`src/logic/spi_ram_pkg.sv`:
```
package spi_ram_pkg;

  // command byte, first byte of every frame
  typedef enum logic [7:0] {
    op_write = 8'h00,
    op_read  = 8'h01
  } spi_op_e;

  // slave frame phases
  typedef enum logic [2:0] {
    st_cmd,    // waiting for the command byte
    st_addr,   // collecting address bytes, msb first
    st_dummy,  // read frames only, gives the store time
    st_data,   // byte stream with auto increment
    st_idle    // bad command, ignore until csn rises
  } slave_state_e;

  // top address byte selects the target
  localparam logic [7:0] region_ram  = 8'h00;
  localparam logic [7:0] region_ctrl = 8'hFF;

  // word store data width
  localparam int word_bits = 16;

endpackage

```
`src/logic/byte_word_bridge.sv`:
```
module byte_word_bridge #(
  parameter int addr_bits       = 32,
  parameter int store_addr_bits = 10
) (
  input  logic                              clk,
  input  logic                              rst_n,
  input  logic                              rd,
  input  logic                              wr,
  input  logic [addr_bits-1:0]              addr,
  input  logic [7:0]                        wr_data,
  input  logic [spi_ram_pkg::word_bits-1:0] rdata,
  output logic [7:0]                        rd_data,
  output logic                              req,
  output logic                              we,
  output logic [store_addr_bits-1:0]        word_addr,
  output logic [spi_ram_pkg::word_bits-1:0] wdata,
  output logic [7:0]                        control
);

  logic [7:0] region;
  logic       in_ram;
  logic       in_ctrl;
  logic       word_wr;
  logic       word_rd;
  logic [7:0] even_byte;  // high half of the next word
  logic [7:0] odd_byte;   // low half

  assign region  = addr[addr_bits-1 -: 8];
  assign in_ram  = region == spi_ram_pkg::region_ram;
  assign in_ctrl = region == spi_ram_pkg::region_ctrl;

  // the odd byte completes a word
  assign word_wr = wr && in_ram && addr[0];
  assign word_rd = rd && in_ram;

  always_ff @(posedge clk)
  begin
    if (!rst_n)
    begin
      req     <= 1'b0;
      we      <= 1'b0;
      control <= '0;
    end
    else
    begin
      req <= word_wr || word_rd;
      we  <= word_wr;
      if (wr && in_ctrl)
        control <= wr_data;
    end
  end

  always_ff @(posedge clk)
  begin
    if (wr && in_ram)
    begin
      if (addr[0])
        odd_byte <= wr_data;
      else
        even_byte <= wr_data;
    end
    if (word_wr || word_rd)
      word_addr <= addr[store_addr_bits:1];  // upper bits alias
  end

  assign wdata = {even_byte, odd_byte};

  // byte select on the returned word
  always_comb
  begin
    if (in_ram)
      rd_data = addr[0] ? rdata[7:0] : rdata[spi_ram_pkg::word_bits-1 -: 8];
    else if (in_ctrl)
      rd_data = control;
    else
      rd_data = 8'h00;  // unmapped
  end

  a_req_single: assert property (@(posedge clk) disable iff (!rst_n) req |=> !req);

endmodule

```
`config.mk`:
```
export PLATFORM = sky130hd
export DESIGN_NAME = byte_word_bridge
export DESIGN_NICKNAME = d
export VERILOG_FILES = /design/src/logic/spi_ram_pkg.sv /design/src/logic/byte_word_bridge.sv
export SDC_FILE = /design/constraint.sdc
export NUM_CORES = 1
export LEC_CHECK = 0
export BUFFER_PORTS_ARGS = -buffer_cell sky130_fd_sc_hd__buf_2
export CORE_MARGIN = 2
export CORE_UTILIZATION = 42
export CTS_CLUSTER_SIZE = 25
export DETAILED_ROUTE_END_ITERATION = 12
export PLACE_DENSITY = 0.87
export SYNTH_ARGS = -nofsm -noshare
export SYNTH_HDL_FRONTEND = slang
export SYNTH_SLANG_ARGS = --single-unit
```
`constraint.sdc`:
```
create_clock -name clk -period 5.2 [get_ports clk]
set_clock_uncertainty 0.15 [all_clocks]
set_input_delay 1.04 -clock clk [delete_from_list [all_inputs] [get_ports clk]]
set_output_delay 1.04 -clock clk [all_outputs]
set_load 0.02 [all_outputs]
```
### Yosys cells after proc, flatten, opt, wreduce, memory -nomap -nowiden

Cells that the tools add are included.

| word-level totals | value |
|---|---|
| input port bits | 60 |
| word-level logic and storage cells | 19 |
| register bits | 36 |

| cells by class | value |
|---|---|
| reductions and logical operators | 8 |
| bitwise gates (word level) | 1 |
| muxes and demuxes | 3 |
| equal/unequal tests | 1 |

Operators by type and width:

| operator | count |
|---|---|
| 8-bit two-way mux | 3 |
| 8-bit equality test, second input constant | 1 |
| 8-bit logical NOT | 1 |
| 1-bit logical AND | 4 |
| 2-bit AND reduction | 2 |
| 1-bit logical OR | 1 |
| 1-bit NOT | 1 |

### Logic depth before layout (Yosys ltp)

Gate-level depths: netlist of run 1.

| depth | value |
|---|---|
| depth in word-level cells | 4 |
| depth in mapped cells | 4 |
| depth with buffers taken out | 3 |

### Worst setup path after synthesis of run 1

OpenSTA, ideal clock, no wires.

| timing | value |
|---|---|
| kind | input to output |
| start point | in addr[26] |
| end point | out rd_data[0] |
| data arrival time | 1956 ps |
| path slack | 2054 ps |
| stages on the path | 4 |
| cell sequence | nor4_1 nand2_1 buf_2 o2bb2ai_1 |

| between the ends | value |
|---|---|
| cells in the longest elaborated chain, start to end | 3 |

Ends and longest elaborated chain:

| element | line | text |
|---|---|---|
| from (decl) | byte_word_bridge.sv:9 | `input logic [addr_bits-1:0] addr,` |
| 8-bit equality test | byte_word_bridge.sv:30 | `assign in_ctrl = region == spi_ram_pkg::region_ctrl;` |
| 8-bit two-way mux | byte_word_bridge.sv:73 | `else if (in_ctrl)` |
| 8-bit two-way mux * | byte_word_bridge.sv:71 | `if (in_ram)` |
| to (decl) | byte_word_bridge.sv:12 | `output logic [7:0] rd_data,` |

Mark *: on every way between the ends. The rest lies on a longest branch, timed or not.

### Worst setup path after layout of run 1

| timing | value |
|---|---|
| start point | in addr[29] |
| end point | out rd_data[4] |

The elaborated chain is that of the path after synthesis.

==> qor.csv, run 1 <==
metric;value;unit
status;completed;
Slowest cell on crit path;nor2_1;
GR Overflow Total;0;
critical path class;in -> out;
Slew headroom;51.8;%
DR WL/cell;13.6;um
Comb pwr share;6.3;%
syn_nets;156;
crit path capture type;output port;
Num Clock Sinks;36;
Psw;0.000111;W
initial antenna violation count;0;
CTS Hold Bufs;0;
drt drc;0;
FP Rows;20;
delay of the slowest critical-path stage;0.49;ns
hold_sp;control[5];
syn_area_per_cell;14.4;um^2
#FFs+latches synth;36;
Hold Fails Final Rpt;0;
MaxCap Viol Count;0;
CTS HTree Levels;2;
diode count;0;
Die Height;61.4;um
most frequent cells in the layout;90 x buf_2, 26 x edfxtp_1, 18 x nand2_1;
TritonRoute pass-1 iters;3;
Worst EP arrival;2.15;ns
Root Driver;clkbuf_4;
cts bufs inserted;5;
Mapped Area;0.00138;mm^2
Hold WC Path Type;reg -> reg;
first-pass GRT wire length;4770;um
startpoint types;primary input;
Setup-failing EPs final;0;
Die ar.;0.00377;mm^2
total global-route track usage;18.5;%
sequential power share;57.4;%
fmax;0.300;GHz
sw frac;20.7;%
Tightest Pin Transition;0.721;ns
routed wire length;3200;um
Final min period;3.34;ns
setup_tns;0;ns
postcts setup bufs;0;
largest net degree at the start of global routing;18;
VDD IR max;0.000190;V
worst skew pair latency;0.34;ns
Die W;61.4;um
Post-DP HPWL;2520;um
internal power;0.000424;W
reg2reg start;control[1];
most common cell after layout, fill and taps aside;buf_2;
Syn. warnings;0;
Leak;0.872;nW
most used cell, CP;buf_2;
crit path from;addr[29];
clock power share;36.4;%
GPL Wtd Cong;0.710;
Port Buf Inserts;90;
Ports;104;
Area Growth Syn to Fin;41.5;%
CTS tree;yes;
Finished Cell Area;0.00196;mm^2
Cells after Synth;96;
RSZ-0062 raised after global routing;no;
Starting DRT DRC Count;19;
Yosys top cell by area;edfxtp_1;
layout cells sized above 1;52.9;%
vias in the first global route;1068;
via density per instance;4.91;
Synth top area share;56.4;%
core area;0.00310;mm^2
Seq/Total Area, Yosys;70.9;%
Critical Path RT;4.01;ns
DR vias;1155;
Final nets;250;
clk buf depth;2;
synth top area cells;edfxtp_1 56%, dfxtp_1 14%, mux2i_1 12%;
Distinct cells, synth;16;
post-route ant nets;0;
# resized after CTS;0;
Filler cells;267;
Tcrit/Tclk final;64.2;%
Slew Limit Fails;0;
Clock transition at path regs;0.10;ns
pwr dens;273;mW/mm^2
crit-path max FO;8;
starting density of the core;44.6;%
Post-Place Cell Area;0.00188;mm^2
worst-path cell chain;buf_2 > nand4_1 > nor2_1 > o2bb2ai_1 > buf_2;
-- logic make-up after synthesis --
logic type | count (synthesis) | share of synthesized area (%)
compound gates | 9 | 5.42
buf+inv | 6 | 1.90
flops | 36 | 70.9
mux | 16 | 11.6
simple gates | 29 | 10.2
-- worst max-delay path: cells and delay by family --
family | cells | cell delay, ns
AND/OR/NAND/NOR | 2 | 0.65
buffers and inverters | 2 | 0.28
AO/OA/AOI/OAI | 1 | 0.18
-- per-layer routing --
layer  part of all wire [%]  vias to the layer above  track usage [%]  wire length [um]
li1                       -                      547                -                 -
met1                     36                      539             18.0              1160
met2                     48                       62             31.5              1540
met3                     14                        7             12.2               452
met4                    1.8                        0             6.99                57
met5                      0                        -                0                 0
-- path summary, 6_finish.rpt --
kind | cells after the start | to | slack (ns)
worst min-delay path | 2 | control[5] | 0.33
worst max-delay path | 5 | rd_data[4] | 1.86
worst max register to register | 2 | control[1] | 4.42
worst min register to register | 2 | control[5] | 0.33
-- area by class of cell --
cell class	count	area [um^2]	area share (%)
multi-input combinational	54	377	19.2
inverter	2	7.51	0.383
clock inverter	3	42.5	2.17
sequential	36	981	50.1
tap	44	55.1	2.81
timing repair buffer	91	458	23.4
clock buffer	5	37.5	1.92
-- synth_stat cells --
cell	instances
a21oi_1	1
buf_2	3
clkbuf_1	1
clkinv_1	1
dfxtp_1	10
edfxtp_1	26
inv_1	1
mux2i_1	16
nand2_1	18
nand4_1	1
nand4_2	1
nor2_1	3
nor3_1	3
nor3_4	1
nor4_1	2
o2bb2ai_1	8
-- power groups by stage --
stage          Combinational, W  Sequential (W)  Clock (W)
3_3_place_gp          0.0000323        0.000314          0
6_report              0.0000335        0.000307   0.000195
5_1_grt               0.0000372        0.000307   0.000211
2_1_floorplan         0.0000115        0.000314          0
4_1_cts               0.0000339        0.000307   0.000198
3_5_place_dp          0.0000339        0.000314          0
-- registers in the layout, indices dropped and copies added, names as in the netlist --
register   cells
word_addr     10
even_byte      8
req            1
control        8
odd_byte       8
we             1
-- per-stage QoR --
step / total power [W] / util, % / hold WS, ns / setup slack, ns / cells
after global routing: 0.000555 / 63.1 / 0.361 / 1.61 / 235
after global placement: 0.000346 / 60.5 / 0.311 / 1.89 / 227
after floorplan: 0.000326 / - / 0.393 / 2.05 / 96
after CTS: 0.000539 / 63.1 / 0.334 / 1.87 / 235
final: 0.000535 / 63.1 / 0.331 / 1.86 / 235
after detailed placement: 0.000348 / 60.5 / 0.318 / 1.87 / 227
Note: power is estimated with default switching activity, not from simulation.
==> run 2, diff against run 1 <==
--- a/config.mk
+++ b/config.mk
@@ -7,10 +7,10 @@
 export LEC_CHECK = 0
 export BUFFER_PORTS_ARGS = -buffer_cell sky130_fd_sc_hd__buf_2
 export CORE_MARGIN = 2
-export CORE_UTILIZATION = 42
+export CORE_UTILIZATION = 35
 export CTS_CLUSTER_SIZE = 25
 export DETAILED_ROUTE_END_ITERATION = 12
-export PLACE_DENSITY = 0.87
+export PLACE_DENSITY = 0.78
 export SYNTH_ARGS = -nofsm -noshare
 export SYNTH_HDL_FRONTEND = slang
 export SYNTH_SLANG_ARGS = --single-unit
==> constraint.sdc (replaced) <==
create_clock -name clk -period 3.03 [get_ports clk]
set_clock_uncertainty 0.15 [all_clocks]
set_input_delay 0.606 -clock clk [delete_from_list [all_inputs] [get_ports clk]]
set_output_delay 0.606 -clock clk [all_outputs]
set_load 0.02 [all_outputs]
==> run 2 against run 1 <==
Compared with the run above: critical path depth did not move; total power grew 82%; non-clock buffer count increased by 2; die area is 19% higher; sequential power is 72% higher; cell count up 2.6%; count of clock-buffer cells in the layout did not move; critical path type unchanged; critical endpoint is now rd_data[7]; largest cell class unchanged; largest power group unchanged.
==> qor.csv, run 2 (synthesis results as in run 1) <==
metric;value;unit;change
reg2reg start;control[7];;was control[1]
worst skew pair latency;0.27;ns;was 0.34 ns
setup_tns;0;ns;unchanged
met3 usage;6.76;%;was 12.2%
R2R Path End;control[7];;was control[1]
critical path capture point;rd_data[7];;was rd_data[4]
Ports;104;;unchanged
Slew headroom;64.2;%;was 51.8%
Root Driver;clkbuf_8;;was clkbuf_4
r2r worst-path depth;2;;unchanged
Die Height;66.9;um;was 61.4 um
Finished Cell Area;0.00200;mm^2;was 0.00196 mm^2
Post-Layout Cell Count;241;;was 235
most frequent cells in the layout;90 x buf_2, 26 x edfxtp_1, 18 x nand2_1;;unchanged
startpoint types;primary input;;unchanged
largest net degree at the start of global routing;18;;unchanged
drt drc;0;;unchanged
initial antenna violation count;0;;unchanged
Hold Fails Final Rpt;0;;unchanged
# resized after CTS;0;;unchanged
first-pass GRT wire length;4640;um;was 4770 um
Post-DP HPWL;2460;um;was 2520 um
crit path capture type;output port;;unchanged
CTS tree;yes;;unchanged
GR Overflow Total;0;;unchanged
Clock transition at path regs;0.07;ns;was 0.10 ns
Leak;0.895;nW;was 0.872 nW
post-route ant nets;0;;unchanged
Die W;66.9;um;was 61.4 um
pwr dens;486;mW/mm^2;was 273 mW/mm^2
Slew Limit Fails;0;;unchanged
most common cell after layout, fill and taps aside;buf_2;;unchanged
MaxCap Viol Count;0;;unchanged
worst hold margin;0.327;ns;was 0.331 ns
r2r setup slk;2.26;ns;was 4.42 ns
Tightest Pin Transition;0.535;ns;was 0.721 ns
routed wire length;3090;um;was 3200 um
Port Buf Inserts;90;;unchanged
clk buf depth;2;;unchanged
RSZ-0062 raised after global routing;no;;unchanged
GPL Wtd Cong;0.741;;was 0.710
placed insts;233;;was 227
DR vias;1126;;was 1,155
Final min period;2.47;ns;
Worst EP arrival;1.72;ns;was 2.15 ns
starting density of the core;37.0;%;was 44.6%
Critical Path RT;2.27;ns;was 4.01 ns
GR Util met1;15.9;%;was 18.0%
crit path from;addr[31];;was addr[29]
Largest Register;word_addr;;unchanged
fmax;0.405;GHz;
critical path class;in -> out;;unchanged
Final nets;252;;was 250
most used cell, CP;buf_2;;unchanged
Post-Place Cell Area;0.00190;mm^2;was 0.00188 mm^2
GR peak layer;met2;;unchanged
layout cells sized above 1;52.3;%;was 52.9%
Hold WC Path Type;reg -> reg;;unchanged
Area Growth Syn to Fin;44.8;%;was 41.5%
cts bufs inserted;5;;unchanged
postcts setup bufs;0;;unchanged
diode count;0;;unchanged
Num Clock Sinks;36;;unchanged
VDD IR max;0.000315;V;was 0.000190 V
Tcrit/Tclk final;81.6;%;
status;completed;;unchanged
vias in the first global route;1050;;was 1,068
TritonRoute pass-1 iters;4;;was 3
core area;0.00374;mm^2;was 0.00310 mm^2
Slowest cell on crit path;nand2_1;;was nor2_1
delay of the slowest critical-path stage;0.31;ns;was 0.49 ns
Die ar.;0.00447;mm^2;was 0.00377 mm^2
Starting DRT DRC Count;63;;was 19
CTS Hold Bufs;0;;unchanged
crit-path max FO;13;;was 8
CTS HTree Levels;2;;unchanged
max reg flops;10;;unchanged
total power draw;0.000974;W;was 0.000535 W
DR WL/cell;12.8;um;was 13.6 um
total global-route track usage;14.3;%;was 18.5%
via density per instance;4.67;;was 4.91
worst-path cell chain;buf_2 > nor4_1 > nand2_1 > o2bb2ai_1 > buf_2;;was buf_2 > nand4_1 > nor2_1 > o2bb2ai_1 > buf_2
FP Rows;22;;was 20
met2 GRT Util;23.9;%;was 31.5%
Setup-failing EPs final;0;;unchanged
[run 2: power by group]
| part | internal [W] | leakage, nW | switching, W | total (W) |
|---|---|---|---|---|
| clock network | 0.000239 | 0.0532 | 0.000151 | 0.000390 |
| logic | 0.0000294 | 0.528 | 0.0000273 | 0.0000567 |
| registers | 0.000528 | 0.314 | 0.000000224 | 0.000528 |
[run 2: worst min path at each step]
stage               startpoint      endpoint  slack, ns  cells past startpoint
floorplan           control[0]    control[0]       0.39                      2
global placement    control[5]    control[5]       0.31                      2
detailed placement  control[5]    control[5]       0.31                      2
CTS                 control[5]    control[5]       0.33                      2
global route           addr[1]  word_addr[0]       0.34                      1
finish              control[6]    control[6]       0.33                      2
[run 2: critical path, delay by kind of cell]
| kind | cells | cell delay [ns] |
|---|---|---|
| simple gates | 2 | 0.58 |
| buf+inv | 2 | 0.30 |
| compound gates | 1 | 0.23 |
[run 2: per-stage QoR]
| step | setup slack (ns) | util [%] |
|---|---|---|
| after floorplan | 0.736 | - |
| after global placement | 0.562 | 50.7 |
| after detailed placement | 0.560 | 50.7 |
| after CTS | 0.556 | 53.5 |
| after global routing | 0.400 | 53.5 |
| final | 0.559 | 53.5 |
[run 2: metal layers]
metal	vias to the layer above	routed length [um]
li1	548	-
met1	514	1210
met2	60	1490
met3	4	368
met4	0	20
met5	-	0
[run 2: layout make-up]
type / count / area [um^2]
clock buffers: 5 / 68.8
repair buffers: 93 / 473
well taps: 48 / 60.1
fillers: 339 / 1740
flip-flops and latches: 36 / 981
inverters: 2 / 7.51
clock inverters: 3 / 37.5
multi-input cells: 54 / 377
