## config.mk

```make
export PLATFORM = sky130hd
export DESIGN_NAME = spi_rw_slave
export DESIGN_NICKNAME = d
export VERILOG_FILES = /design/src/logic/spi_ram_pkg.sv /design/src/logic/spi_rw_slave.sv
export SDC_FILE = /design/constraint.sdc
export NUM_CORES = 1
export LEC_CHECK = 0
export BUFFER_PORTS_ARGS = -buffer_cell sky130_fd_sc_hd__buf_4
export CORE_AREA = 2 2 93 95
export CTS_CLUSTER_DIAMETER = 80
export DETAILED_ROUTE_END_ITERATION = 10
export DIE_AREA = 0 0 95 97
export GPL_TIMING_DRIVEN = 0
export PLACE_DENSITY = 0.7
export SYNTH_ARGS = -nofsm -noshare
export SYNTH_HDL_FRONTEND = slang
export SYNTH_SLANG_ARGS = --single-unit
```

## constraint.sdc

```tcl
create_clock -name clk -period 9.9 [get_ports clk]
set_clock_uncertainty 0.2 [all_clocks]
set_input_delay 1.98 -clock clk [delete_from_list [all_inputs] [get_ports clk]]
set_output_delay 1.98 -clock clk [all_outputs]
set_load 0.005 [all_outputs]
```

## src/logic/spi_ram_pkg.sv

```systemverilog
package spi_ram_pkg;

  // command byte, first byte of every frame
  typedef enum logic [7:0] {
    op_write = 8'h00,
    op_read  = 8'h01
  } spi_op_e;

  // slave frame phases
  typedef enum logic [2:0] {
    st_cmd,    // waiting for the command byte
    st_addr,   // collecting address bytes, msb first
    st_dummy,  // read frames only, gives the store time
    st_data,   // byte stream with auto increment
    st_idle    // bad command, ignore until csn rises
  } slave_state_e;

  // top address byte selects the target
  localparam logic [7:0] region_ram  = 8'h00;
  localparam logic [7:0] region_ctrl = 8'hFF;

  // word store data width
  localparam int word_bits = 16;

endpackage

```

## src/logic/spi_rw_slave.sv

```systemverilog
module spi_rw_slave #(
  parameter int addr_bits = 32
) (
  input  logic                 clk,
  input  logic                 rst_n,
  input  logic                 csn,
  input  logic                 sclk,
  input  logic                 mosi,
  input  logic [7:0]           rd_data,
  output logic                 miso,
  output logic                 rd,
  output logic                 wr,
  output logic [addr_bits-1:0] addr,
  output logic [7:0]           wr_data
);

  localparam int addr_bytes = addr_bits / 8;

  spi_ram_pkg::slave_state_e state;
  spi_ram_pkg::spi_op_e      op;

  logic [1:0] csn_q;
  logic [2:0] sclk_q;     // two sync stages plus edge detect
  logic [1:0] mosi_q;
  logic       csn_s;
  logic       sclk_rise;
  logic       sclk_fall;
  logic [2:0] bit_cnt;
  logic [2:0] byte_cnt;
  logic [7:0] shift_in;
  logic [7:0] shift_out;
  logic       byte_done;  // shift_in holds a complete byte
  logic       load_pend;  // next falling edge loads rd_data
  logic       first;      // first write byte goes to the address as sent
  logic       rd_go;
  logic       wr_go;
  logic       data_load;
  logic       addr_inc;

  always_ff @(posedge clk)
  begin
    if (!rst_n)
    begin
      csn_q  <= 2'b11;
      sclk_q <= '0;
      mosi_q <= '0;
    end
    else
    begin
      csn_q  <= {csn_q[0], csn};
      sclk_q <= {sclk_q[1:0], sclk};
      mosi_q <= {mosi_q[0], mosi};
    end
  end

  assign csn_s     = csn_q[1];
  assign sclk_rise = sclk_q[1] & ~sclk_q[2];
  assign sclk_fall = ~sclk_q[1] & sclk_q[2];
  assign data_load = sclk_fall & load_pend & ~csn_s;

  // reads step after each load, writes step on every byte but the first
  assign addr_inc = ~csn_s && state == spi_ram_pkg::st_data &&
                    ((data_load && op == spi_ram_pkg::op_read) ||
                     (byte_done && op == spi_ram_pkg::op_write && !first));

  always_ff @(posedge clk)
  begin
    if (!rst_n)
    begin
      state     <= spi_ram_pkg::st_cmd;
      op        <= spi_ram_pkg::op_write;
      bit_cnt   <= '0;
      byte_cnt  <= '0;
      byte_done <= 1'b0;
      load_pend <= 1'b0;
      first     <= 1'b0;
      rd_go     <= 1'b0;
      wr_go     <= 1'b0;
      rd        <= 1'b0;
      wr        <= 1'b0;
      shift_out <= '0;
    end
    else if (csn_s)
    begin
      // frame end, also aborts mid frame
      state     <= spi_ram_pkg::st_cmd;
      bit_cnt   <= '0;
      byte_cnt  <= '0;
      byte_done <= 1'b0;
      load_pend <= 1'b0;
      rd_go     <= 1'b0;
      wr_go     <= 1'b0;
      rd        <= 1'b0;
      wr        <= 1'b0;
      shift_out <= '0;
    end
    else
    begin
      rd        <= rd_go;
      wr        <= wr_go;
      rd_go     <= 1'b0;
      wr_go     <= 1'b0;
      byte_done <= sclk_rise && bit_cnt == 3'd7;
      if (sclk_rise)
        bit_cnt <= bit_cnt + 3'd1;
      if (sclk_fall)
        shift_out <= load_pend ? rd_data : {shift_out[6:0], 1'b0};
      if (data_load)
      begin
        load_pend <= 1'b0;
        if (state == spi_ram_pkg::st_data)
          rd_go <= 1'b1;  // prefetch the byte after this one
      end
      if (byte_done)
      begin
        case (state)
          spi_ram_pkg::st_cmd:
            if (shift_in == spi_ram_pkg::op_write || shift_in == spi_ram_pkg::op_read)
            begin
              op    <= spi_ram_pkg::spi_op_e'(shift_in);
              state <= spi_ram_pkg::st_addr;
            end
            else
              state <= spi_ram_pkg::st_idle;
          spi_ram_pkg::st_addr:
          begin
            byte_cnt <= byte_cnt + 3'd1;
            if (byte_cnt == 3'(addr_bytes - 1))
            begin
              if (op == spi_ram_pkg::op_read)
              begin
                state     <= spi_ram_pkg::st_dummy;
                rd_go     <= 1'b1;  // first read request, a byte ahead
                load_pend <= 1'b1;
              end
              else
              begin
                state <= spi_ram_pkg::st_data;
                first <= 1'b1;
              end
            end
          end
          spi_ram_pkg::st_dummy:
          begin
            state     <= spi_ram_pkg::st_data;
            load_pend <= 1'b1;
          end
          spi_ram_pkg::st_data:
            if (op == spi_ram_pkg::op_read)
              load_pend <= 1'b1;
            else
            begin
              wr_go <= 1'b1;
              first <= 1'b0;
            end
          default: ;
        endcase
      end
    end
  end

  always_ff @(posedge clk)
  begin
    if (sclk_rise)
      shift_in <= {shift_in[6:0], mosi_q[1]};
    if (byte_done && state == spi_ram_pkg::st_addr && !csn_s)
      addr <= {addr[addr_bits-9:0], shift_in};  // msb byte first
    else if (addr_inc)
      addr <= addr + 1'b1;
    if (byte_done && state == spi_ram_pkg::st_data)
      wr_data <= shift_in;
  end

  assign miso = shift_out[7];

  a_rd_wr_excl: assert property (@(posedge clk) disable iff (!rst_n) !(rd && wr));
  a_no_strobe_idle: assert property (@(posedge clk) disable iff (!rst_n)
    csn_s |-> !(rd || wr));

endmodule

```

; ---- Word level (Yosys, flattened, before mapping)
; Cells that the tools add are included.
[classes]
n_addsub = 3
multipliers = 0
n_div = 0
magnitude_cmp = 0
eq_ne = 10
shifts = 0
mux = 23
bitwise_logic = 10
reduce_logical = 25
[op_table]
columns = op, count
row1 = 32-bit 2-to-1 mux, 2
row2 = "32-bit by 1-bit adder with 32-bit output, second input constant", 1
row3 = "8-bit by 1-bit equality test with 1-bit output, second input constant", 2
row4 = 8-bit zero test, 2
row5 = 1-bit 2-to-1 mux, 15
row6 = "3-bit by 2-bit equality test with 1-bit output, second input constant", 3
row7 = 1-bit logical AND, 9
row8 = 3-bit case mux with 3 select lines, 1
row9 = 8-bit 2-to-1 mux, 1
row10 = "3-bit by 1-bit adder with 3-bit output, second input constant", 2
row11 = 3-bit 2-to-1 mux, 2
row12 = "2-bit != test, second input constant", 3
row13 = 1-bit inverter, 6
row14 = 6-bit AND reduction, 1
row15 = 1-bit bitwise AND, 4
row16 = 4-bit AND reduction, 1
row17 = 2-bit nonzero test, 2
row18 = 4-bit OR reduction, 1
row19 = "3-bit by 1-bit equality test with 1-bit output, second input constant", 1
row20 = "3-bit equality test, second input constant", 1
row21 = 3-bit zero test, 1
row22 = 1-bit case mux with 3 select lines, 1
row23 = 3-bit AND reduction, 1
row24 = 3-bit nonzero test, 1
row25 = other kinds (5), 7
[word_totals]
register_bits = 87
latch_bits = 0
ram_bits = 0
romBits = 0
inputBits = 13
output_inout_bits = 43
elab_cells = 89
memories = 0

; ---- Depth between registers and ports, before layout
; Gate-level depths: netlist of the first run.
[depth]
depth_word = 9
mapped_depth = 8
ltp_nobuf = 7

; ---- Worst setup path after synthesis of the first run
; OpenSTA, ideal clock, no wires.
[synth_timing]
path_kind = flip-flop to flip-flop
start = register op[3]
end = register addr[0], enable pin
setup_time_ps = 432
t_arrival_ps = 2706
required_time_ps = 9268
setup_slack_ps = 6563
stages_incl_launch_ff = 5
path_buffers = 0
synth_period_minus_slack_ps = 3337
cell_sequence = dfxtp_1 or4_4 nor4_2 nand4_1 a21oi_1
[synth_between]
elab_chain_cells = 6
word_cells_on_any_way = 8
cone_classes = eq/ne: 1 / reduce/logical: 7
[synth_rtl]
columns = item, line_no
row1 = start: declaration, spi_rw_slave.sv:20  ; spi_ram_pkg::spi_op_e op;
row2 = start signal: assignment, spi_rw_slave.sv:71  ; op <= spi_ram_pkg::op_write;
row3 = start signal: assignment, spi_rw_slave.sv:120  ; op <= spi_ram_pkg::spi_op_e'(shift_in);
row4 = 8-bit zero test, spi_rw_slave.sv:64  ; (byte_done && op == spi_ram_pkg::op_write && !first));
row5 = 1-bit logical AND (2 in a row), spi_rw_slave.sv:64
row6 = 1-bit logical OR *, spi_rw_slave.sv:63  ; ((data_load && op == spi_ram_pkg::op_read) ||
row7 = 1-bit logical AND *, spi_rw_slave.sv:62  ; assign addr_inc = ~csn_s && state == spi_ram_pkg::st_data &&
row8 = 2-bit nonzero test (no line) *, n/a
row9 = end signal: assignment, spi_rw_slave.sv:167  ; addr <= {addr[addr_bits-9:0], shift_in};
row10 = end signal: assignment, spi_rw_slave.sv:169  ; addr <= addr + 1'b1;
row11 = end: declaration, spi_rw_slave.sv:13  ; output logic [addr_bits-1:0] addr,
; Every way passes the cells marked *; elsewhere a longest branch is shown, timed or not.
; A chain may end at the register's enable or synchronous reset.

; ---- Worst setup path after layout of the first run
[layout_timing]
start = register addr[6]
end = output port addr[6]
; No word-level cell between the ends.

==> impl_metrics.ini, run 1 <==
[run_status]
status = finished clean

[yosys]
seq_area_frac_synth_pct = 55.9
synth_area_sq_um = 3980
yosys_register_bits = 87
synth_area_leaders = edfxtp_1 (36%), dfxtp_1 (20%), xor2_1 (5.1%), nand2_1 (4.4%), mux2i_1 (3.0%)
synth_top_cell_area_share_pct = 36.2
synth_edf_count = 48
syn-num-nets = 386
synth_warnings = 0
syn_avg_cell_area_sq_um = 10.8
synth.distinct_cells = 51
async_reset_ff_share_pct = 0
synth.largest_area_cell = edfxtp_1
syn_inst = 368
synthFlopType = edfxtp_1

[worst_hold_path]
worstHoldStart = mosi_q[1]$_SDFF_PN0_
holdCritPathClass = flop to flop

[power]
peakVddDrop_v = 0.0000946
p_total_mw = 0.605
p_leak_nw = 1.56
power_density_nw_per_um2 = 128

[worst_setup_path]
crit_buf_inv = 1
r2r-start = op[3]$_SDFFE_PN0P_
cpMaxStageDelayCell = edfxtp_1
cp.required_ns = 7.72
crit_path_end_kind = primary output
worstPathMaxFanout = 8
worstSetupPathType = flop to primary output
cp-startpoint = addr[6]$_DFFE_PP_
critPathMaxStageDelay_ns = 0.53
cp_cell_sequence = buf_4
arrival_ns = 1.07
critPathTopFamily = flip-flops
start_kind = flop

[sta]
fmax_mhz = 308
fin_hold_ws_ns = 0.208
tightest_slew_ns = 0.720
fin_crit_sh_pct = 32.8
drv_slew = 0
hold_violations = 0
relSlewSlack_pct = 51.8
rsz0062_at_grt = false
min_period_ns = 3.25
setup_tns_ns = 0
finalSetupViolCount = 0

[cells_and_area]
n_antenna_cell = 0
multi_input_area_sq_um = 1650
area_growth_pct = 18.7
fill_cells = 710
nNetsFinal = 453
drive_above_1_share_pct = 21.8
ff_latch_area_sq_um = 2220

[floorplan]
io_pins = 56
design.core.area_sq_um = 8130
dieArea_sq_um = 9220
die_x_microns = 95
row_count = 33
die_height_microns = 97
start_util_pct = 48.9

[grt]
grt_antenna_before_repair = 0
grt_pass1_wl_microns = 13600
grt_max_degree = 20
first_global_vias = 2814
grt_overflow_total = 0
grt_usage_pct = 18.6

[job]
drv_cap = 0

[clocking]
cts_num_sinks = 87
postCtsSetupRepairBufs = 0
cts_tree = built
clockRootBuffer = clkbuf_8
cts_resized = 0
numCtsBuffers = 9
insertion_delay_ns = 0.35
postCtsHoldBufs = 0
htree_levels = 3
cts.path.max_buffers = 2
path_clk_slew_ns = 0.09

[drt]
drt_wl_total_microns = 8120
first_pass_iters = 4
drc = 0
wl_per_cell_microns = 14.9
viasPerCell = 5.35
ant_nets = 0
drtIter0Drc = 184
vias = 2915

[placement]
numPortBuffers = 55
dp_hpwl_microns = 5730
place_congestion = 0.812
## cell families (layout without fill, tap and decap cells)
| kind of cell | after synthesis | after routing | share of synthesized area, % |
|---|---|---|---|
| AO/OA/AOI/OAI | 52 | 52 | 8.02 |
| XOR/XNOR | 32 | 32 | 7.05 |
| adder cells (fa/ha/maj) | 5 | 5 | 1.57 |
| buffers and inverters | 21 | 93 | 2.92 |
| flip-flops | 87 | 87 | 55.9 |
| multiplexers | 12 | 12 | 3.02 |
| AND/OR/NAND/NOR | 159 | 159 | 21.5 |
## report_power, final
| group | internal (mW) | switching (mW) | total [mW] |
|---|---|---|---|
| clock | 0.0920 | 0.121 | 0.213 |
| sequential | 0.380 | 0.00228 | 0.383 |
| combinational | 0.00498 | 0.00426 | 0.00924 |
## per-stage QoR
stage	std cells	area, sq um	setup WS, ns	utilization, %
finish	545	4720	6.65	58.0
global route	545	4720	6.60	58.0
CTS	545	4720	6.63	58.0
detailed placement	529	4560	6.49	56.1
global placement	528	4520	5.76	55.6
floorplan	368	3980	6.56	-
## synth_stat cells, types with 8 or more instances
library cell and count:
edfxtp_1 48, nand2_1 47, dfxtp_1 39, nor2_1 26
xor2_1 23, nand3_1 18, o21ai_0 15, o21ai_1 14
and3_1 13, mux2i_1 12, nand4_1 11, and2_1 10
xnor2_1 9, clkbuf_1 8
## cell type report
cell class                      instances  area share [%]
Buffer                                 17            2.15
Clock buffer                           13            2.94
Clock inverter                          3           0.424
Inverter                                4           0.318
Multi-Input combinational cell        260            35.0
Sequential cell                        87            47.1
Tap cell                              105            2.78
Timing Repair Buffer                   56            9.33
## layer usage
| metal | vias up | GRT usage, % | wire, microns |
|---|---|---|---|
| met5 | - | 0 | 0 |
| met4 | 0 | 7.25 | 131 |
| met3 | 10 | 3.19 | 283 |
| met2 | 66 | 29.8 | 3910 |
| met1 | 1393 | 25.0 | 3790 |
| li1 | 1446 | - | - |
## state kept, by name, summed over array words and instances (netlist names)
| register | cells |
|---|---|
| addr | 32 |
| op | 8 |
| shift_in | 8 |
| shift_out | 8 |
| wr_data | 8 |
| bit_cnt | 3 |
| byte_cnt | 3 |
| sclk_q | 3 |
| state | 3 |
| csn_q | 2 |
| mosi_q | 2 |
| byte_done | 1 |
| first | 1 |
| load_pend | 1 |
| rd | 1 |
| rd_go | 1 |
| wr | 1 |
| wr_go | 1 |
## layout by cell type (no fill, tap or decap), types with 13 or more instances in the layout
cell       n
nand3_1   18
xor2_1    23
edfxtp_1  48
dfxtp_1   39
buf_4     57
nand2_1   47
o21ai_1   14
nor2_1    26
o21ai_0   15
and3_1    13
## path summary, 6_finish.rpt
kind                           end  slack [ns]  depth (start not counted)
max                        addr[6]        6.65                          1
min          shift_in[0]$_DFFE_PP_        0.21                          0
max reg2reg     addr[26]$_DFFE_PP_        7.40                          5
min reg2reg  shift_in[0]$_DFFE_PP_        0.21                          0
Note: power is estimated with default switching activity, not from simulation.
==> run 2, diff against run 1 <==
clock period = 3.3 ns   (was 9.9 ns; I/O delays follow)
==> run 2 against run 1 <==
  * Hold slack improved by 0.0029 ns
  * Count of clock-buffer cells in the layout decreased by 4
  * Power increased to 3.2 times the previous value
  * Cell area increased by 0.74%
  * Clock power increased to 3.5 times the previous value
  * Global-route usage decreased by 0.28 points
  * Non-clock buffer count unchanged
  * Cell count unchanged
  * Via count decreased by 1.2%
  * Combinational power increased to 3.0 times the previous value
  * Critical endpoint is now addr[26]$_DFFE_PP_
==> impl_metrics.ini, run 2 (synthesized netlist as in run 1, its figures left out) <==
[worst_setup_path]
worstPathMaxFanout = 9
worstSetupPathType = flop to flop
cp_cell_sequence = ha_1 > nand2_1 > nor4_4 > nand4_1 > xor2_1 > o21ai_1
start_kind = flop
critPathMaxStageDelay_ns = 0.54
arrival_ns = 2.30
cpMaxStageDelayCell = nor4_4
crit_path_end_kind = flop
cp.required_ns = 3.20

[clocking]
cts_num_sinks = 87
cts_resized = 0
insertion_delay_ns = 0.36
path_clk_slew_ns = 0.09
numCtsBuffers = 9
htree_levels = 3
postCtsHoldBufs = 0
cts.path.max_buffers = 2
cts_tree = built
clockRootBuffer = clkbuf_8
postCtsSetupRepairBufs = 0

[grt]
grt_antenna_before_repair = 0
grt_pass1_wl_microns = 13300
grt_overflow_total = 0
grt_usage_pct = 18.3
first_global_vias = 2793
grt_max_degree = 24

[placement]
place_congestion = 0.815
dp_hpwl_microns = 5640
numPortBuffers = 55
placed_cell_area_sq_um = 4560

[run_status]
status = finished clean

[floorplan]
die_height_microns = 97
row_count = 33
io_pins = 56
die_x_microns = 95
start_util_pct = 48.9
design.core.area_sq_um = 8130
dieArea_sq_um = 9220

[drt]
drtIter0Drc = 124
first_pass_iters = 4
drt_wl_total_microns = 8040
wl_per_cell_microns = 14.7
ant_nets = 0
drc = 0
vias = 2881
viasPerCell = 5.29

[sta]
drv_slew = 0
tightest_slew_ns = 0.740
min_period_ns = 2.40
finalSetupViolCount = 0
rsz0062_at_grt = false
fin_hold_ws_ns = 0.210
fmax_mhz = 417
fin_crit_sh_pct = 72.7
hold_violations = 0
setup_tns_ns = 0
relSlewSlack_pct = 50.5

[cells_and_area]
mostFrequentLayoutCells = buf_4 (57), edfxtp_1 (48), nand2_1 (47)
largest_reg_flops = 32
n_antenna_cell = 0
area_growth_pct = 19.5
drive_above_1_share_pct = 22.5
final_area_sq_um = 4750
top_register = addr
final_common_cell = buf_4
nNetsFinal = 453

[power]
power_density_nw_per_um2 = 403
peakVddDrop_v = 0.000233
p_total_mw = 1.91
p_leak_nw = 1.57

[job]
drv_cap = 0

[worst_hold_path]
holdCritPathClass = flop to flop
[run 2: power breakdown]
group	leakage (nW)	internal, mW	switching, mW
clock network	0.0976	0.350	0.389
registers	0.644	1.14	0.00677
logic	0.830	0.0149	0.0129
total	1.57	1.51	0.408
[run 2: per-stage QoR]
stage	utilization [%]	cells	worst slack, ns
2_1_floorplan	-	368	0.652
3_3_place_gp	55.6	528	0.161
3_5_place_dp	56.1	529	0.898
4_1_cts	58.5	545	0.878
5_1_grt	58.5	545	0.704
6_report	58.5	545	0.900
[run 2: critical path, delay by kind of cell (launching register included)]
| kind | cells | cell delay [ns] |
|---|---|---|
| AND/OR/NAND/NOR | 3 | 0.92 |
| flip-flops | 1 | 0.50 |
| adder cells (fa/ha/maj) | 1 | 0.28 |
| XOR/XNOR | 1 | 0.18 |
| AO/OA/AOI/OAI | 1 | 0.07 |
[run 2: layout make-up]
| class | count | area [sq um] |
|---|---|---|
| fillers | 702 | 3380 |
| flip-flops and latches | 87 | 2220 |
| multi-input cells | 260 | 1650 |
| repair buffers | 56 | 440 |
| well taps | 105 | 131 |
| clock buffers | 9 | 124 |
| plain buffers | 17 | 101 |
| clock inverters | 7 | 70.1 |
| inverters | 4 | 15.0 |
[run 2: worst paths after layout]
| check | cells after the start | slack (ns) | start | end |
|---|---|---|---|---|
| worst max-delay path | 6 | 0.90 | addr[0]$_DFFE_PP_ | addr[26]$_DFFE_PP_ |
| worst max register to register | 6 | 0.90 | addr[0]$_DFFE_PP_ | addr[26]$_DFFE_PP_ |
| worst min-delay path | 0 | 0.21 | mosi_q[1]$_SDFF_PN0_ | shift_in[0]$_DFFE_PP_ |
| worst min register to register | 0 | 0.21 | mosi_q[1]$_SDFF_PN0_ | shift_in[0]$_DFFE_PP_ |
[run 2: metal layers]
layer / part of all wire [%] / track usage (%)
met4: 1.6 / 8.03
met5: 0 / 0
met1: 47 / 24.6
met2: 48 / 28.9
met3: 3.3 / 3.35
==> run 3, diff against run 2 <==
ABC_AREA = 1   (was not set)
CORE_AREA = 2 2 98 100   (was 2 2 93 95)
DIE_AREA = 0 0 100 102   (was 0 0 95 97)
clock period = 2.35 ns   (was 3.3 ns; I/O delays follow)
==> run 3 against run 2 <==
  * Largest cell class unchanged
  * First-iteration DRC count is 45% higher
  * Sequential share of layout area is 4.2 points lower
  * Worst setup slack worse by 0.70 ns
  * Via count is 33% higher
  * Sequential power is 40% higher
  * Highest routed layer unchanged
  * Die area is 11% higher
  * Hold slack worse by 0.13 ns
  * Synthesized cell count is 57% higher
  * Critical path depth is 1 higher
==> impl_metrics.ini, run 3 <==
[drt]
vias = 3831
viasPerCell = 5.06
wl_per_cell_microns = 13.3
drt_wl_total_microns = 10100
ant_nets = 0
drc = 0
first_pass_iters = 4
drtIter0Drc = 180

[floorplan]
dieArea_sq_um = 10200
die_height_microns = 102
row_count = 35
die_x_microns = 100
start_util_pct = 49.0
design.core.area_sq_um = 9110
io_pins = 56

[cells_and_area]
mostFrequentLayoutCells = nand2_1 (203), nor2_1 (65), inv_1 (57), buf_4 (57), edfxtp_1 (48)
largest_reg_flops = 32
final_cell_count_no_fill = 757
drive_above_1_share_pct = 17.0
n_antenna_cell = 0
final_common_cell = nand2_1
final_area_sq_um = 5230
top_register = addr
area_growth_pct = 17.1
fill_cells = 876
nNetsFinal = 659

[yosys]
synth.most_common_cell = nand2_1
syn-num-nets = 594
syn_inst = 576
syn_avg_cell_area_sq_um = 7.75
synthFlopType = edfxtp_1
async_reset_ff_share_pct = 0
synth_area_leaders = edfxtp_1 (32%), dfxtp_1 (17%), nand2_1 (17%), nor2_1 (5.5%), inv_1 (4.8%)
synth.distinct_cells = 31
synth_warnings = 0
seq_area_frac_synth_pct = 49.8
yosys_register_bits = 87
synth_top_cell_area_share_pct = 32.3
synth_area_sq_um = 4460
yosys-top-cells-count = nand2_1 (204), nor2_1 (65), inv_1 (57), edfxtp_1 (48), dfxtp_1 (39)
synth_edf_count = 48
synth.largest_area_cell = edfxtp_1

[clocking]
postCtsHoldBufs = 0
path_clk_slew_ns = 0.09
cts_num_sinks = 87
cts.path.max_buffers = 2
insertion_delay_ns = 0.37
htree_levels = 3
numCtsBuffers = 9
cts_tree = built
clockRootBuffer = clkbuf_8

[sta]
min_period_ns = 2.15
fin_hold_ws_ns = 0.0775
tightest_slew_ns = 0.901
drv_slew = 0
rsz0062_at_grt = false
setup_ws_ns = 0.198
finalSetupViolCount = 0
fin_crit_sh_pct = 91.6
fmax_mhz = 465
hold_violations = 0
relSlewSlack_pct = 39.7

[worst_setup_path]
r2r_cells = 7
crit_path_end_kind = flop
r2r-end = addr[7]$_DFFE_PP_
rrSetupSlack_ns = 0.20
start_kind = flop
r2r-start = load_pend$_SDFF_PP0_
worstPathMaxFanout = 32
arrival_ns = 1.96
cp.required_ns = 2.15
worstSetupPathType = flop to flop

[grt]
grt_overflow_total = 0
grt_usage_pct = 20.1
grt_pass1_wl_microns = 16300
grt_max_degree = 33
first_global_vias = 3583
grt_antenna_before_repair = 0

[power]
clkPwrFrac_pct = 40.8
p_leak_nw = 2.49
internal_power_mw = 2.22
p_comb_share_pct = 1.4
switching_power_mw = 0.574
pwr-share-seq_pct = 57.8
swShare_pct = 20.6
peakVddDrop_v = 0.000393
power_density_nw_per_um2 = 534

[placement]
dp_hpwl_microns = 7300
post-place-ws_ns = -0.0147
placedCellCount = 741
place_congestion = 0.908
numPortBuffers = 54
placed_cell_area_sq_um = 5010

[worst_hold_path]
worstHoldStart = csn
holdCritPathClass = primary input to flop
whs_path_depth = 3
whs_endpoint = csn_q[0]$_SDFF_PN1_

[run_status]
status = finished clean

[job]
drv_cap = 0
[run 3: cell types whose count changed after synthesis, sizes merged, moves of 8 or more]
cell,previous run,this run
nand4,12,2
nand3,19,34
and3,14,2
mux2i,12,0
inv,4,66
xor2,23,10
nand2,49,214
and2,10,0
xnor2,9,1
a21oi,8,27
clkbuf,10,1
nor2,27,78
[run 3: cell families (layout without fill, tap and decap cells)]
| family | Yosys count | in the layout | synth area share (%) |
|---|---|---|---|
| compound gates | 57 | 57 | 6.65 |
| xor+xnor | 11 | 11 | 2.16 |
| fa+ha+maj | 5 | 5 | 1.40 |
| buf+inv | 79 | 149 | 7.09 |
| flops | 87 | 87 | 49.8 |
| simple gates | 337 | 337 | 32.9 |
[run 3: how the worst max path moves through the flow]
stage	startpoint	cells past startpoint	slack, ns	to
CTS	load_pend$_SDFF_PP0_	7	0.18	addr[7]$_DFFE_PP_
global route	load_pend$_SDFF_PP0_	7	0.02	addr[7]$_DFFE_PP_
detailed placement	load_pend$_SDFF_PP0_	7	-0.01	addr[19]$_DFFE_PP_
global placement	load_pend$_SDFF_PP0_	7	-0.47	addr[19]$_DFFE_PP_
floorplan	load_pend$_SDFF_PP0_	7	0.09	addr[0]$_DFFE_PP_
finish	load_pend$_SDFF_PP0_	7	0.20	addr[7]$_DFFE_PP_
[run 3: area by class of cell]
type / instances / area [sq um] / share of cell area [%]
Buffer: 11 / 61.3 / 1.17
Clock buffer: 10 / 128 / 2.44
Clock inverter: 6 / 83.8 / 1.60
Inverter: 68 / 255 / 4.89
Multi-Input combinational cell: 410 / 1930 / 36.9
Sequential cell: 87 / 2220 / 42.5
Tap cell: 111 / 139 / 2.66
Timing Repair Buffer: 54 / 405 / 7.76
[run 3: critical path, cell delays in order, from the launching register on]
cell and delay, ns:
dfxtp_1 0.31, buf_2 0.19, inv_1 0.16, nor3_1 0.28, nand2_1 0.09, nand2_1 0.07
nand3_1 0.10, nand2_4 0.38
[run 3: layer usage]
| layer | wire length, microns | GRT usage (%) | vias to the layer above |
|---|---|---|---|
| met5 | 0 | 0 | - |
| met4 | 138 | 7.17 | 0 |
| met3 | 488 | 4.31 | 11 |
| met2 | 4840 | 34.3 | 87 |
| met1 | 4580 | 25.5 | 1771 |
| li1 | - | - | 1962 |
[run 3: per-stage QoR]
stage	power (mW)	util [%]	setup TNS, ns
global placement	1.69	55.0	-15.11
finish	2.79	57.4	0
detailed placement	1.69	55.0	-0.431
global route	2.86	57.4	0
CTS	2.80	57.4	0
floorplan	1.66	-	0
[run 3: repair_timing]
item	CTS	global route
endpoints found under the setup margin	32	0
buffers inserted	0	0
gates resized for setup	1	0
[run 3: power groups by stage]
stage          combinational, mW  sequential, mW  clock (mW)
2_1_floorplan             0.0200            1.64           0
3_3_place_gp              0.0388            1.65           0
3_5_place_dp              0.0400            1.65           0
4_1_cts                   0.0401            1.61        1.15
5_1_grt                   0.0451            1.61        1.20
6_report                  0.0393            1.61        1.14
